<file path="src/common/row_buf_pkg.sv">
package row_buf_pkg;

    //////////////////////////////////////////////////
    // memory geometry
    //////////////////////////////////////////////////

    localparam int pixel_width   = 16;
    localparam int row_buf_depth = 512;
    localparam int addr_width    = $clog2(row_buf_depth);
    // one bank half holds one image row
    localparam int col_width     = addr_width - 1;

    typedef logic [pixel_width-1:0] pixel_t;
    typedef logic [addr_width-1:0]  buf_addr_t;
    typedef logic [col_width-1:0]   col_t;
    // last valid column at full address width
    typedef logic [addr_width-1:0]  num_cols_t;

    //////////////////////////////////////////////////
    // request and result bundles
    //////////////////////////////////////////////////

    typedef struct packed {
        logic       valid;
        logic [1:0] row;
        col_t       col;
        pixel_t     pixel;
    } prime_wr_t;

    typedef struct packed {
        logic   strobe;
        col_t   col;
        pixel_t pixel;
    } matric_wr_t;

    // odd bank pixel sits in the upper half
    typedef struct packed {
        pixel_t odd;
        pixel_t even;
    } window_pair_t;

    typedef struct packed {
        logic      wren;
        buf_addr_t addr;
        pixel_t    data;
    } bank_wr_t;

endpackage

</file>
<file path="src/common/awe_ctrl_pkg.sv">
package awe_ctrl_pkg;

    //////////////////////////////////////////////////
    // window engine controller view
    //////////////////////////////////////////////////

    // states of the external controller
    typedef enum logic [2:0] {
        st_idle,
        st_prim_buffer,
        st_wait_pfb_load,
        st_ce_active,
        st_wait_job_done,
        st_send_complete
    } awe_state_t;

    // pixel sequence word from the sequence memory
    typedef struct packed {
        logic              row_sel;
        row_buf_pkg::col_t col;
        logic              odd_adj;
    } pix_seq_t;

    // 3x3 window is walked in five steps
    localparam int cycle_count_max = 4;

    typedef logic [2:0] cycle_count_t;

endpackage

</file>
<file path="src/row_buffer/row_buf_reader.sv">
`timescale 1ns/1ps

module row_buf_reader
    import row_buf_pkg::*;
    import awe_ctrl_pkg::*;
(
    input  logic         clk,
    input  logic         rst,
    input  awe_state_t   state,
    input  logic [1:0]   gray_code,
    input  logic         execute,
    input  pix_seq_t     seq,
    input  logic         move_one_row_down,
    output logic         rden,
    output buf_addr_t    even_rd_addr,
    output buf_addr_t    odd_rd_addr,
    input  pixel_t       even_dout,
    input  pixel_t       odd_dout,
    output window_pair_t pixel_dataout,
    output logic         dataout_valid,
    output cycle_count_t cycle_counter
);

    logic      rd_go;
    buf_addr_t even_addr_d;
    buf_addr_t odd_addr_d;
    logic      odd_col_lsb;
    logic [1:0] valid_pipe;
    logic [1:0] move_pipe;
    logic      move_incr;

    //////////////////////////////////////////////////
    // sequence word decode
    //////////////////////////////////////////////////

    assign rd_go = execute && (state == st_ce_active);

    // gray code flips the half select
    assign even_addr_d = {gray_code[1] ^ seq.row_sel, seq.col};

    assign odd_col_lsb = seq.col[0] | seq.odd_adj;
    assign odd_addr_d  = {gray_code[0] ^ seq.row_sel, seq.col[col_width-1:1], odd_col_lsb};

    always_ff @(posedge clk) begin
        if (rst) begin
            rden <= 1'b0;
        end else begin
            rden <= rd_go;
        end
    end

    // read addresses hold between strobes
    always_ff @(posedge clk) begin
        if (rd_go) begin
            even_rd_addr <= even_addr_d;
            odd_rd_addr  <= odd_addr_d;
        end
    end

    //////////////////////////////////////////////////
    // result marking
    //////////////////////////////////////////////////

    assign pixel_dataout = '{odd: odd_dout, even: even_dout};

    // two cycles match the memory read latency
    always_ff @(posedge clk) begin
        if (rst) begin
            valid_pipe <= '0;
            move_pipe  <= '0;
        end else begin
            valid_pipe <= {valid_pipe[0], rden && !move_one_row_down};
            move_pipe  <= {move_pipe[0], rden && move_one_row_down};
        end
    end

    assign dataout_valid = valid_pipe[1];
    assign move_incr     = move_pipe[1];

    // window step counter idles at zero
    always_ff @(posedge clk) begin
        if (rst) begin
            cycle_counter <= '0;
        end else if (dataout_valid || move_incr) begin
            if (cycle_counter == cycle_count_t'(cycle_count_max)) begin
                cycle_counter <= '0;
            end else begin
                cycle_counter <= cycle_counter + 1'b1;
            end
        end else begin
            cycle_counter <= '0;
        end
    end

endmodule

</file>
<file path="config.mk">
export PLATFORM = sky130hd
export DESIGN_NAME = row_buf_reader
export DESIGN_NICKNAME = d
export VERILOG_FILES = /design/src/common/row_buf_pkg.sv /design/src/common/awe_ctrl_pkg.sv /design/src/row_buffer/row_buf_reader.sv
export SDC_FILE = /design/constraint.sdc
export NUM_CORES = 1
export LEC_CHECK = 0
export ABC_AREA = 1
export BUFFER_PORTS_ARGS = -buffer_cell sky130_fd_sc_hd__buf_4
export CORE_AREA = 10 10 77 62
export DETAILED_ROUTE_END_ITERATION = 8
export DIE_AREA = 0 0 87 72
export PLACE_DENSITY = 0.73
export SLEW_MARGIN = 10
export SYNTH_ARGS = -nofsm -noshare
export SYNTH_HDL_FRONTEND = slang
export SYNTH_SLANG_ARGS = --single-unit
</file>
<file path="constraint.sdc">
create_clock -name clk -period 1.4 [get_ports clk]
set_clock_uncertainty 0.2 [all_clocks]
set_input_delay 0.28 -clock clk [delete_from_list [all_inputs] [get_ports clk]]
set_output_delay 0.28 -clock clk [all_outputs]
set_load 0.02 [all_outputs]
</file>
==> results.py <==
metrics = {
    "status": {
        "status": "finished, final reports clean",
    },
    "finish": {
        "synthToLayoutAreaGrowth_pct": 22.3,
        "diodes": 0,
        "final_cell_count_no_fill": 148,
        "drive_gt1_share_pct": 45.4,
        "nets": 162,
    },
    "critical_path": {
        "critPathLaunchType": "flip-flop",
        "path_class": "flip-flop to output port",
        "path_buf_inv": 1,
        "crit_family": "flip-flops",
        "cp_slowest_stage_delay_ns": 0.40,
        "crit_fanout": 2,
        "slowest_stage": "edfxtp_1",
        "crit_chain": "buf_4",
        "crit_required_ns": 0.92,
        "cp_data_arrival_time_ns": 0.83,
        "end_kind": "output port",
    },
    "global_route": {
        "gr-usage-met1_pct": 5.23,
        "grtUsageTotal_pct": 6.20,
        "grt_pass1_wl_um": 3170,
        "grt-ovfl-total": 0,
        "gr-usage-met2_pct": 10.3,
        "grt_max_degree": 12,
        "busiest_layer": "met2",
        "grt_pass1_vias": 688,
        "grtUsageMet3_pct": 3.57,
        "antenna_found_initial": 0,
    },
    "timing": {
        "max_slew_margin_pct": 90.8,
        "drv_slew": 0,
        "min_period_ns": 1.31,
        "finalSetupViolations": 0,
        "rsz0062_at_grt": "false",
        "tns_ns": 0,
        "fin_crit_sh_pct": 93.3,
        "fmaxAchievable_mhz": 765,
        "layout_setup_ws_ns": 0.0933,
        "hold_violations": 0,
        "holdWs_ns": 0.0207,
        "worst_slew_pin_slew_ns": 0.137,
    },
    "clock_network": {
        "clk_pin_slew_ns": 0.07,
        "cts_resized": 0,
        "cts_buffer_depth": 2,
        "htreeDepth": 1,
        "clk_latency_ns": 0.25,
        "cts.sinks": 19,
        "cts_tree": "built",
        "cts-root-buf": "clkbuf_8",
        "numCtsBuffers": 3,
    },
    "flow_run": {
        "max-cap-violations": 0,
    },
    "synthesis": {
        "synth_compound_area_share_pct": 0,
        "synth_xor_area_share_pct": 1.83,
        "synthesis.area_um2": 955,
        "ys_types": 13,
        "synth_seq_cells": 19,
        "synth_cells": 93,
        "netlist.area_leader.share_pct": 34.6,
        "synth_top_cell_by_area": "edfxtp_1",
        "yosysSeqAreaShare_pct": 51.4,
        "yosys_warnings": 0,
        "netlist_top_cells_count": "buf_4, edfxtp_1, inv_1",
        "yosys.area_share.adder_pct": 2.62,
        "synth_mux_area_share_pct": 0,
        "synth_flop_cell": "edfxtp_1",
        "synth_area_per_cell_um2": 10.3,
        "synth_edf_count": 11,
        "yosysMostFrequentCell": "buf_4",
        "yosys-top-cells-area": "edfxtp_1, buf_4, dfxtp_1",
        "synth-simple-area-share_pct": 9.17,
        "synth_top_family_by_area": "buffers and inverters",
        "async_reset_ff_share_pct": 0,
        "synth_fp_nets": 146,
    },
    "die": {
        "die_w_um": 87,
        "die_area_um2": 6260,
        "start_util_pct": 29.2,
        "ios": 106,
        "core_um2": 3270,
        "rows": 18,
        "die_h_um": 72,
    },
    "place": {
        "placed_cells": 136,
        "place_congestion": 0.635,
        "place_hpwl_um": 1610,
        "pre_cts_slack_ns": 0.117,
        "numPortBuffers": 41,
    },
    "pwr": {
        "pwr-share-clk_pct": 33.3,
        "switchingPower_mw": 0.221,
        "vdd_drop_max_mv": 0.367,
        "netSwitchingFraction_pct": 20.1,
        "p_int_mw": 0.878,
        "power_density_nw_per_um2": 942,
        "p_leak_nw": 0.508,
        "comb_power_share_pct": 11.3,
        "seqPwrFrac_pct": 55.3,
    },
    "min_path": {
        "hold_path.class": "input pin to flip-flop",
    },
    "route": {
        "drc_errors": 0,
        "vias_per_cell": 3.97,
        "vias": 587,
        "wl_um": 1890,
        "first_pass_iters": 2,
        "ant_nets": 0,
        "drtIter0Drc": 20,
        "drt-wirelength-per-cell_um": 12.8,
    },
}
## power groups by stage
stage,sequential [mW],clock (mW),combinational (mW)
2_1_floorplan,0.634,0,0.162
3_3_place_gp,0.620,0,0.106
3_5_place_dp,0.621,0,0.109
4_1_cts,0.608,0.383,0.125
5_1_grt,0.609,0.411,0.135
6_report,0.608,0.366,0.124
## routing by layer
metal	vias to the layer above	routed length, um
li1	275	-
met1	248	624
met2	44	941
met3	20	262
met4	0	58
met5	-	0
## cell families after synthesis
family | count (synthesis)
fa+ha+maj | 2
xor+xnor | 2
buf+inv | 50
simple gates | 20
flops | 19
## final cells by class
| type | count | area (um2) |
|---|---|---|
| Fill cell | 323 | 2100 |
| Clock buffer | 4 | 45.0 |
| Tap cell | 40 | 50.0 |
| Timing Repair Buffer | 50 | 408 |
| Sequential cell | 19 | 490 |
| Multi-Input combinational cell | 24 | 133 |
| Inverter | 11 | 41.3 |
## sequential cells by signal, summed over array words and instances, names as in the netlist
signal         count
move_pipe          2
cycle_counter      3
valid_pipe         2
even_rd_addr       9
rden               1
odd_rd_addr        2
## through the flow
step	total power [mW]	instance area [um2]	util, %
after floorplan	0.796	957	-
after global placement	0.726	1040	31.9
after detailed placement	0.730	1040	31.9
after CTS	1.12	1160	35.4
after global routing	1.16	1170	35.7
final	1.10	1170	35.7
## placed cells by master (no fill, tap or decap), drive strengths merged
master / instances
dlygate4sd3: 8
nand2: 9
edfxtp: 11
ha: 2
dfxtp: 8
inv: 11
nand3: 1
clkbuf: 4
nor2: 8
xor2: 2
buf: 42
nor3: 1
or2: 1
## final timing paths
kind / start / slack (ns) / cells past startpoint / end
worst min register to register: move_pipe[0] / 0.20 / 2 / move_pipe[1]
worst max register to register: cycle_counter[0] / 0.24 / 5 / cycle_counter[0]
worst max-delay path: even_rd_addr[6] / 0.09 / 1 / even_rd_addr[6]
worst min-delay path: seq[1] / 0.02 / 1 / even_rd_addr[0]
## repair_timing
item                                   CTS  global route
endpoints found under the hold margin    7             1
hold buffers                             7             1
buffers inserted                         0             0
Power figures use the tool's default switching activity.
