### config.mk
export PLATFORM = sky130hd
export DESIGN_NAME = row_buf_writer
export DESIGN_NICKNAME = d
export VERILOG_FILES = /design/src/common/row_buf_pkg.sv /design/src/common/awe_ctrl_pkg.sv /design/src/row_buffer/row_buf_writer.sv
export SDC_FILE = /design/constraint.sdc
export NUM_CORES = 1
export LEC_CHECK = 0
export ABC_AREA = 1
export ABC_CLOCK_PERIOD_IN_PS = 3600
export BUFFER_PORTS_ARGS = -buffer_cell sky130_fd_sc_hd__buf_2
export CAP_MARGIN = 25
export CORE_AREA = 3 3 123 78
export DETAILED_ROUTE_END_ITERATION = 12
export DIE_AREA = 0 0 126 81
export MAX_ROUTING_LAYER = met4
export PLACE_DENSITY_LB_ADDON = 0.3
export SLEW_MARGIN = 20
export SYNTH_ARGS = -nofsm -noshare
export SYNTH_HDL_FRONTEND = slang
export SYNTH_SLANG_ARGS = --single-unit
export TNS_END_PERCENT = 30
### constraint.sdc
create_clock -name clk -period 3.6 [get_ports clk]
set_clock_uncertainty 0.2 [all_clocks]
set_input_delay 0 -clock clk [delete_from_list [all_inputs] [get_ports clk]]
set_output_delay 0 -clock clk [all_outputs]
set_load 0.02 [all_outputs]
### src/common/row_buf_pkg.sv
package row_buf_pkg;

    //////////////////////////////////////////////////
    // memory geometry
    //////////////////////////////////////////////////

    localparam int pixel_width   = 16;
    localparam int row_buf_depth = 512;
    localparam int addr_width    = $clog2(row_buf_depth);
    // one bank half holds one image row
    localparam int col_width     = addr_width - 1;

    typedef logic [pixel_width-1:0] pixel_t;
    typedef logic [addr_width-1:0]  buf_addr_t;
    typedef logic [col_width-1:0]   col_t;
    // last valid column at full address width
    typedef logic [addr_width-1:0]  num_cols_t;

    //////////////////////////////////////////////////
    // request and result bundles
    //////////////////////////////////////////////////

    typedef struct packed {
        logic       valid;
        logic [1:0] row;
        col_t       col;
        pixel_t     pixel;
    } prime_wr_t;

    typedef struct packed {
        logic   strobe;
        col_t   col;
        pixel_t pixel;
    } matric_wr_t;

    // odd bank pixel sits in the upper half
    typedef struct packed {
        pixel_t odd;
        pixel_t even;
    } window_pair_t;

    typedef struct packed {
        logic      wren;
        buf_addr_t addr;
        pixel_t    data;
    } bank_wr_t;

endpackage

### src/common/awe_ctrl_pkg.sv
package awe_ctrl_pkg;

    //////////////////////////////////////////////////
    // window engine controller view
    //////////////////////////////////////////////////

    // states of the external controller
    typedef enum logic [2:0] {
        st_idle,
        st_prim_buffer,
        st_wait_pfb_load,
        st_ce_active,
        st_wait_job_done,
        st_send_complete
    } awe_state_t;

    // pixel sequence word from the sequence memory
    typedef struct packed {
        logic              row_sel;
        row_buf_pkg::col_t col;
        logic              odd_adj;
    } pix_seq_t;

    // 3x3 window is walked in five steps
    localparam int cycle_count_max = 4;

    typedef logic [2:0] cycle_count_t;

endpackage

### src/row_buffer/row_buf_writer.sv
`timescale 1ns/1ps

module row_buf_writer
    import row_buf_pkg::*;
    import awe_ctrl_pkg::*;
(
    input  logic       clk,
    input  logic       rst,
    input  awe_state_t state,
    input  logic [1:0] gray_code,
    input  num_cols_t  num_cols,
    input  prime_wr_t  prime,
    input  matric_wr_t matric,
    input  logic       last_kernel,
    input  logic       move_one_row_down,
    input  logic       rst_addr,
    output bank_wr_t   even_wr,
    output bank_wr_t   odd_wr
);

    logic      prime_hit;
    logic      matric_go;
    logic      gray_even_par;
    buf_addr_t even_limit;
    buf_addr_t odd_limit;
    logic      matric_even;
    logic      matric_odd;

    //////////////////////////////////////////////////
    // request qualification
    //////////////////////////////////////////////////

    // priming only inside the row range
    assign prime_hit = (state == st_prim_buffer) && prime.valid &&
                       ({1'b0, prime.col} <= num_cols);

    assign matric_go = matric.strobe && (last_kernel || move_one_row_down);

    // 00 and 11 steer to the odd bank
    assign gray_even_par = ~^gray_code;

    assign even_limit = {gray_code[1], num_cols[col_width-1:0]};
    assign odd_limit  = {gray_code[0], num_cols[col_width-1:0]};

    // compare against the address written last
    assign matric_odd  = matric_go && gray_even_par && (odd_wr.addr < odd_limit);
    assign matric_even = matric_go && !gray_even_par && (even_wr.addr < even_limit);

    //////////////////////////////////////////////////
    // registered write ports
    //////////////////////////////////////////////////

    always_ff @(posedge clk) begin
        if (rst) begin
            even_wr.wren <= 1'b0;
            even_wr.addr <= '0;
            odd_wr.wren  <= 1'b0;
            odd_wr.addr  <= '0;
        end else begin
            even_wr.wren <= 1'b0;
            odd_wr.wren  <= 1'b0;
            if (rst_addr) begin
                even_wr.addr <= '0;
                odd_wr.addr  <= '0;
            end
            if (prime_hit) begin
                case (prime.row)
                    // first row lands in both banks
                    2'd0: begin
                        even_wr.wren <= 1'b1;
                        even_wr.addr <= {1'b0, prime.col};
                        even_wr.data <= prime.pixel;
                        odd_wr.wren  <= 1'b1;
                        odd_wr.addr  <= {1'b0, prime.col};
                        odd_wr.data  <= prime.pixel;
                    end
                    2'd1: begin
                        odd_wr.wren <= 1'b1;
                        odd_wr.addr <= {1'b1, prime.col};
                        odd_wr.data <= prime.pixel;
                    end
                    2'd2: begin
                        even_wr.wren <= 1'b1;
                        even_wr.addr <= {1'b1, prime.col};
                        even_wr.data <= prime.pixel;
                    end
                    default: begin
                    end
                endcase
            end
            // incoming row overrides priming on the same bank
            if (matric_odd) begin
                odd_wr.wren <= 1'b1;
                odd_wr.addr <= {gray_code[0], matric.col};
                odd_wr.data <= matric.pixel;
            end
            if (matric_even) begin
                even_wr.wren <= 1'b1;
                even_wr.addr <= {gray_code[1], matric.col};
                even_wr.data <= matric.pixel;
            end
        end
    end

endmodule

==> run metrics <==
Synth Area in Adders=slightly below 9%; Layout Nets=around 720; met3 WL=slightly below 800 µm; Synth Area in XOR/XNOR=0.259%; actual slew at the worst max-slew pin=0.566 ns; reg2reg setup slack=approximately 0.83 ns; reg2reg path depth=9; pwr/cell area=~340 nW/µm²; Internal Power=1160 µW; top post-synthesis cells by count=nand2_1, nand3_1, nor2_1, edfxtp_1, a21oi_1; count of different cell masters after synthesis=28; hold_buf cts=59; clk_lat worst skew=just under 0.3 ns; fin crit share=a little under 80%; post-synth top area cell=edfxtp_1; Post-synth EDFFs=32; final cell count without fillers=around 740; Mapped Cells=between 400 and 500; peak supply drop=roughly 0.19 mV; Clock transition at path regs=about 0.07 ns; Final Max Slew Viols=0; Die ar.=10200 µm²; Post-DP Area=between 4000 and 5000 µm²; Via density=approximately 5; CTS H-tree depth=2; HP Start=prime[22]; Core ar.=8460 µm²; Leakage=roughly 0.0024 µW; deepest clock path buffer count=2; number of buffers created by CTS=5; Post-Syn Area=about 3400 µm²; status=completed; largest stage delay on the critical path=roughly 0.54 ns; reg2reg end=odd_wr[3]$_DFFE_PP_; Post-Synthesis Net Count=around 540; worst setup slack after layout=approximately 0.77 ns; row count=26; crit path time final=around 2.8 ns; multi-input logic area=~1800 µm²; # IOs=123; Worst Setup Start Kind=input port; mux cell area share after synthesis=0%; GPL Wtd Cong=between 0.9 and 1; CTS tree=built; Vias=~3700; largest family of logic cells by synthesized area=simple AND/OR/NAND/NOR gates; crit-path cells=dlygate4sd3_1 > buf_2 > inv_1 > ha_1 > nand2_1 > nor2_1 > o211ai_1 > nand4_4 > buf_4 > nand3_1 > nand2_1 > dlygate4sd3_1; placed cell count=~670; global-route wire length before repair=roughly 17000 µm; Post-CTS Setup Inserts=0; antenna violations before repair=0; Async SR Flop Fraction=0%; Final Cell Area=just under 5000 µm²; WHS Path Cells=7; gr usage total=between 20% and 30%; DP Wirelength=approximately 7500 µm; number of I/O port buffers=around 120; Logic pwr share=24.9%; Filler cells=roughly 820; total power=between 1500 and 2000 µW; post-place setup slack=1.06 ns; Die H=about 81 µm; relative slew slack=62.1%; Post-Synth Simple-Gate Area=between 30% and 40%; wire per inst=between 10 and 15 µm; pin count of the biggest net entering global routing=35; Reg power frac=a little over two fifths; fmax=approximately 350 MHz; count of final setup violators=0; final total negative setup slack=0 ns; RSZ-0062 raised after global routing=false; share of the synthesized area in the top cell type=between 20% and 30%; Residual DRC=0; final hold viol count=0; Yosys reg bits=52; Routed Antenna Nets=0; die width=about 130 µm; vias in the first global route=3478; Congestion Overflow GR=0; Avg Cell Area, Syn=7.53 µm²; Top Layer Used=met4; hold path endpoint=even_wr[22]$_SDFF_PP0_; ys flop type=edfxtp_1; Area Overhead vs Synth=42.5%; maxcap violations=0; CP Max Fanout=34; most common cell in the netlist=nand2_1; WP data required=roughly 3.6 ns; CP Class=in2reg; switching share of power=a little under 30%; compound-gate portion of the synthesized area=roughly a tenth; Worst Path Arrival=around 2.8 ns; cts repair resizes=0; CTS sink cnt=52; met2 WL=between 4000 and 5000 µm; share of layout cells above drive strength 1=between 20 and 25%; initial cell density of the core=~40%; first-pass detailed-route iteration total=5; warnings from Yosys=0; Area contributors post-synth=edfxtp_1, nand2_1, dfxtp_1; WL met1=about 4800 µm; crit end category=flop; Hold Crit Class=in2reg; DR iter-0 viols=between 200 and 300; worst reg2reg startpoint=odd_wr[24]$_SDFF_PP0_; Clk Tree Root Cell=clkbuf_16; Clk pwr share=between 30% and 40%; total wire length=10500 µm; Psw=~480 µW; slowest CP cell=dlygate4sd3_1; sequential-to-total area share from yosys stat=approximately two fifths; FF/Latch Area=approximately 1400 µm²
-- critical path, delay by kind of cell --
kind	cells	cell delay, ns
simple gates	5	0.66
compound gates	1	0.19
buf+inv	5	1.63
fa+ha+maj	1	0.29
-- layout make-up --
cell class	instances	share of cell area, %
repair buffers	186	25.7
clock inverters	3	0.883
clock buffers	5	2.60
well taps	112	2.91
flip-flops and latches	52	28.3
inverters	29	2.26
diodes	1	0.0519
multi-input cells	347	37.3
-- cells by family after synthesis --
group | Yosys count
AO/OA/AOI/OAI | 67
XOR/XNOR | 1
flip-flops | 52
adder cells (fa/ha/maj) | 24
buffers and inverters | 50
AND/OR/NAND/NOR | 255
-- worst max-delay path by stage --
stage,from,to,depth (start not counted)
2_1_floorplan,odd_wr[22]$_SDFF_PP0_,odd_wr[0]$_DFFE_PP_,7
3_3_place_gp,num_cols[2],even_wr[5]$_DFFE_PP_,14
3_5_place_dp,num_cols[6],odd_wr[14]$_DFFE_PP_,13
4_1_cts,gray_code[0],odd_wr[13]$_DFFE_PP_,12
5_1_grt,gray_code[0],odd_wr[3]$_DFFE_PP_,12
6_report,gray_code[0],odd_wr[3]$_DFFE_PP_,12
-- routing by layer --
| layer | up-vias | track usage, % |
|---|---|---|
| met4 | 0 | 5.57 |
| met5 | - | - |
| li1 | 1841 | - |
| met1 | 1644 | 28.0 |
| met2 | 169 | 32.9 |
| met3 | 23 | 3.29 |
-- power by group through the flow --
stage / logic, µW / clock network [µW] / registers [µW]
after floorplan: 181 / 0 / 743
after global placement: 348 / 0 / 703
after detailed placement: 354 / 0 / 703
after CTS: 405 / 543 / 690
after global routing: 452 / 575 / 694
final: 407 / 541 / 690
-- cell usage in the layout (no fill, tap or decap) --
master | synthesis | final
nand2_1 | 137 | 137
buf_2 | 13 | 122
dlygate4sd3_1 | 0 | 59
nand3_1 | 54 | 54
nor2_1 | 53 | 53
edfxtp_1 | 32 | 32
a21oi_1 | 31 | 31
ha_1 | 24 | 24
inv_1 | 23 | 23
o21ai_0 | 21 | 21
dfxtp_1 | 20 | 20
o21ai_1 | 8 | 8
inv_2 | 5 | 5
clkbuf_16 | 0 | 5
buf_4 | 2 | 5
o21a_1 | 4 | 4
nand4_2 | 2 | 2
nand2_4 | 2 | 2
nor2_8 | 2 | 2
o211ai_1 | 2 | 2
clkinv_1 | 1 | 2
diode_2 | 0 | 1
nor2_2 | 1 | 1
a21boi_2 | 1 | 1
nand3_2 | 1 | 1
nor3_4 | 0 | 1
xnor2_1 | 1 | 1
and2b_1 | 1 | 1
nand4_4 | 1 | 1
clkinv_4 | 0 | 1
bufinv_16 | 0 | 1
-- metrics by stage --
| step | util, % | hold slack [ns] |
|---|---|---|
| floorplan | - | -0.128 |
| finish | 57.0 | 0.00553 |
| global route | 56.9 | 0.0239 |
| CTS | 56.9 | 0.00381 |
| global placement | 48.0 | 0.0748 |
| detailed placement | 48.0 | 0.0873 |
-- flip-flops by register name (all words and copies together), names as in the netlist --
name and flops:
even_wr 26, odd_wr 26
(Power assumes the default switching activity.)
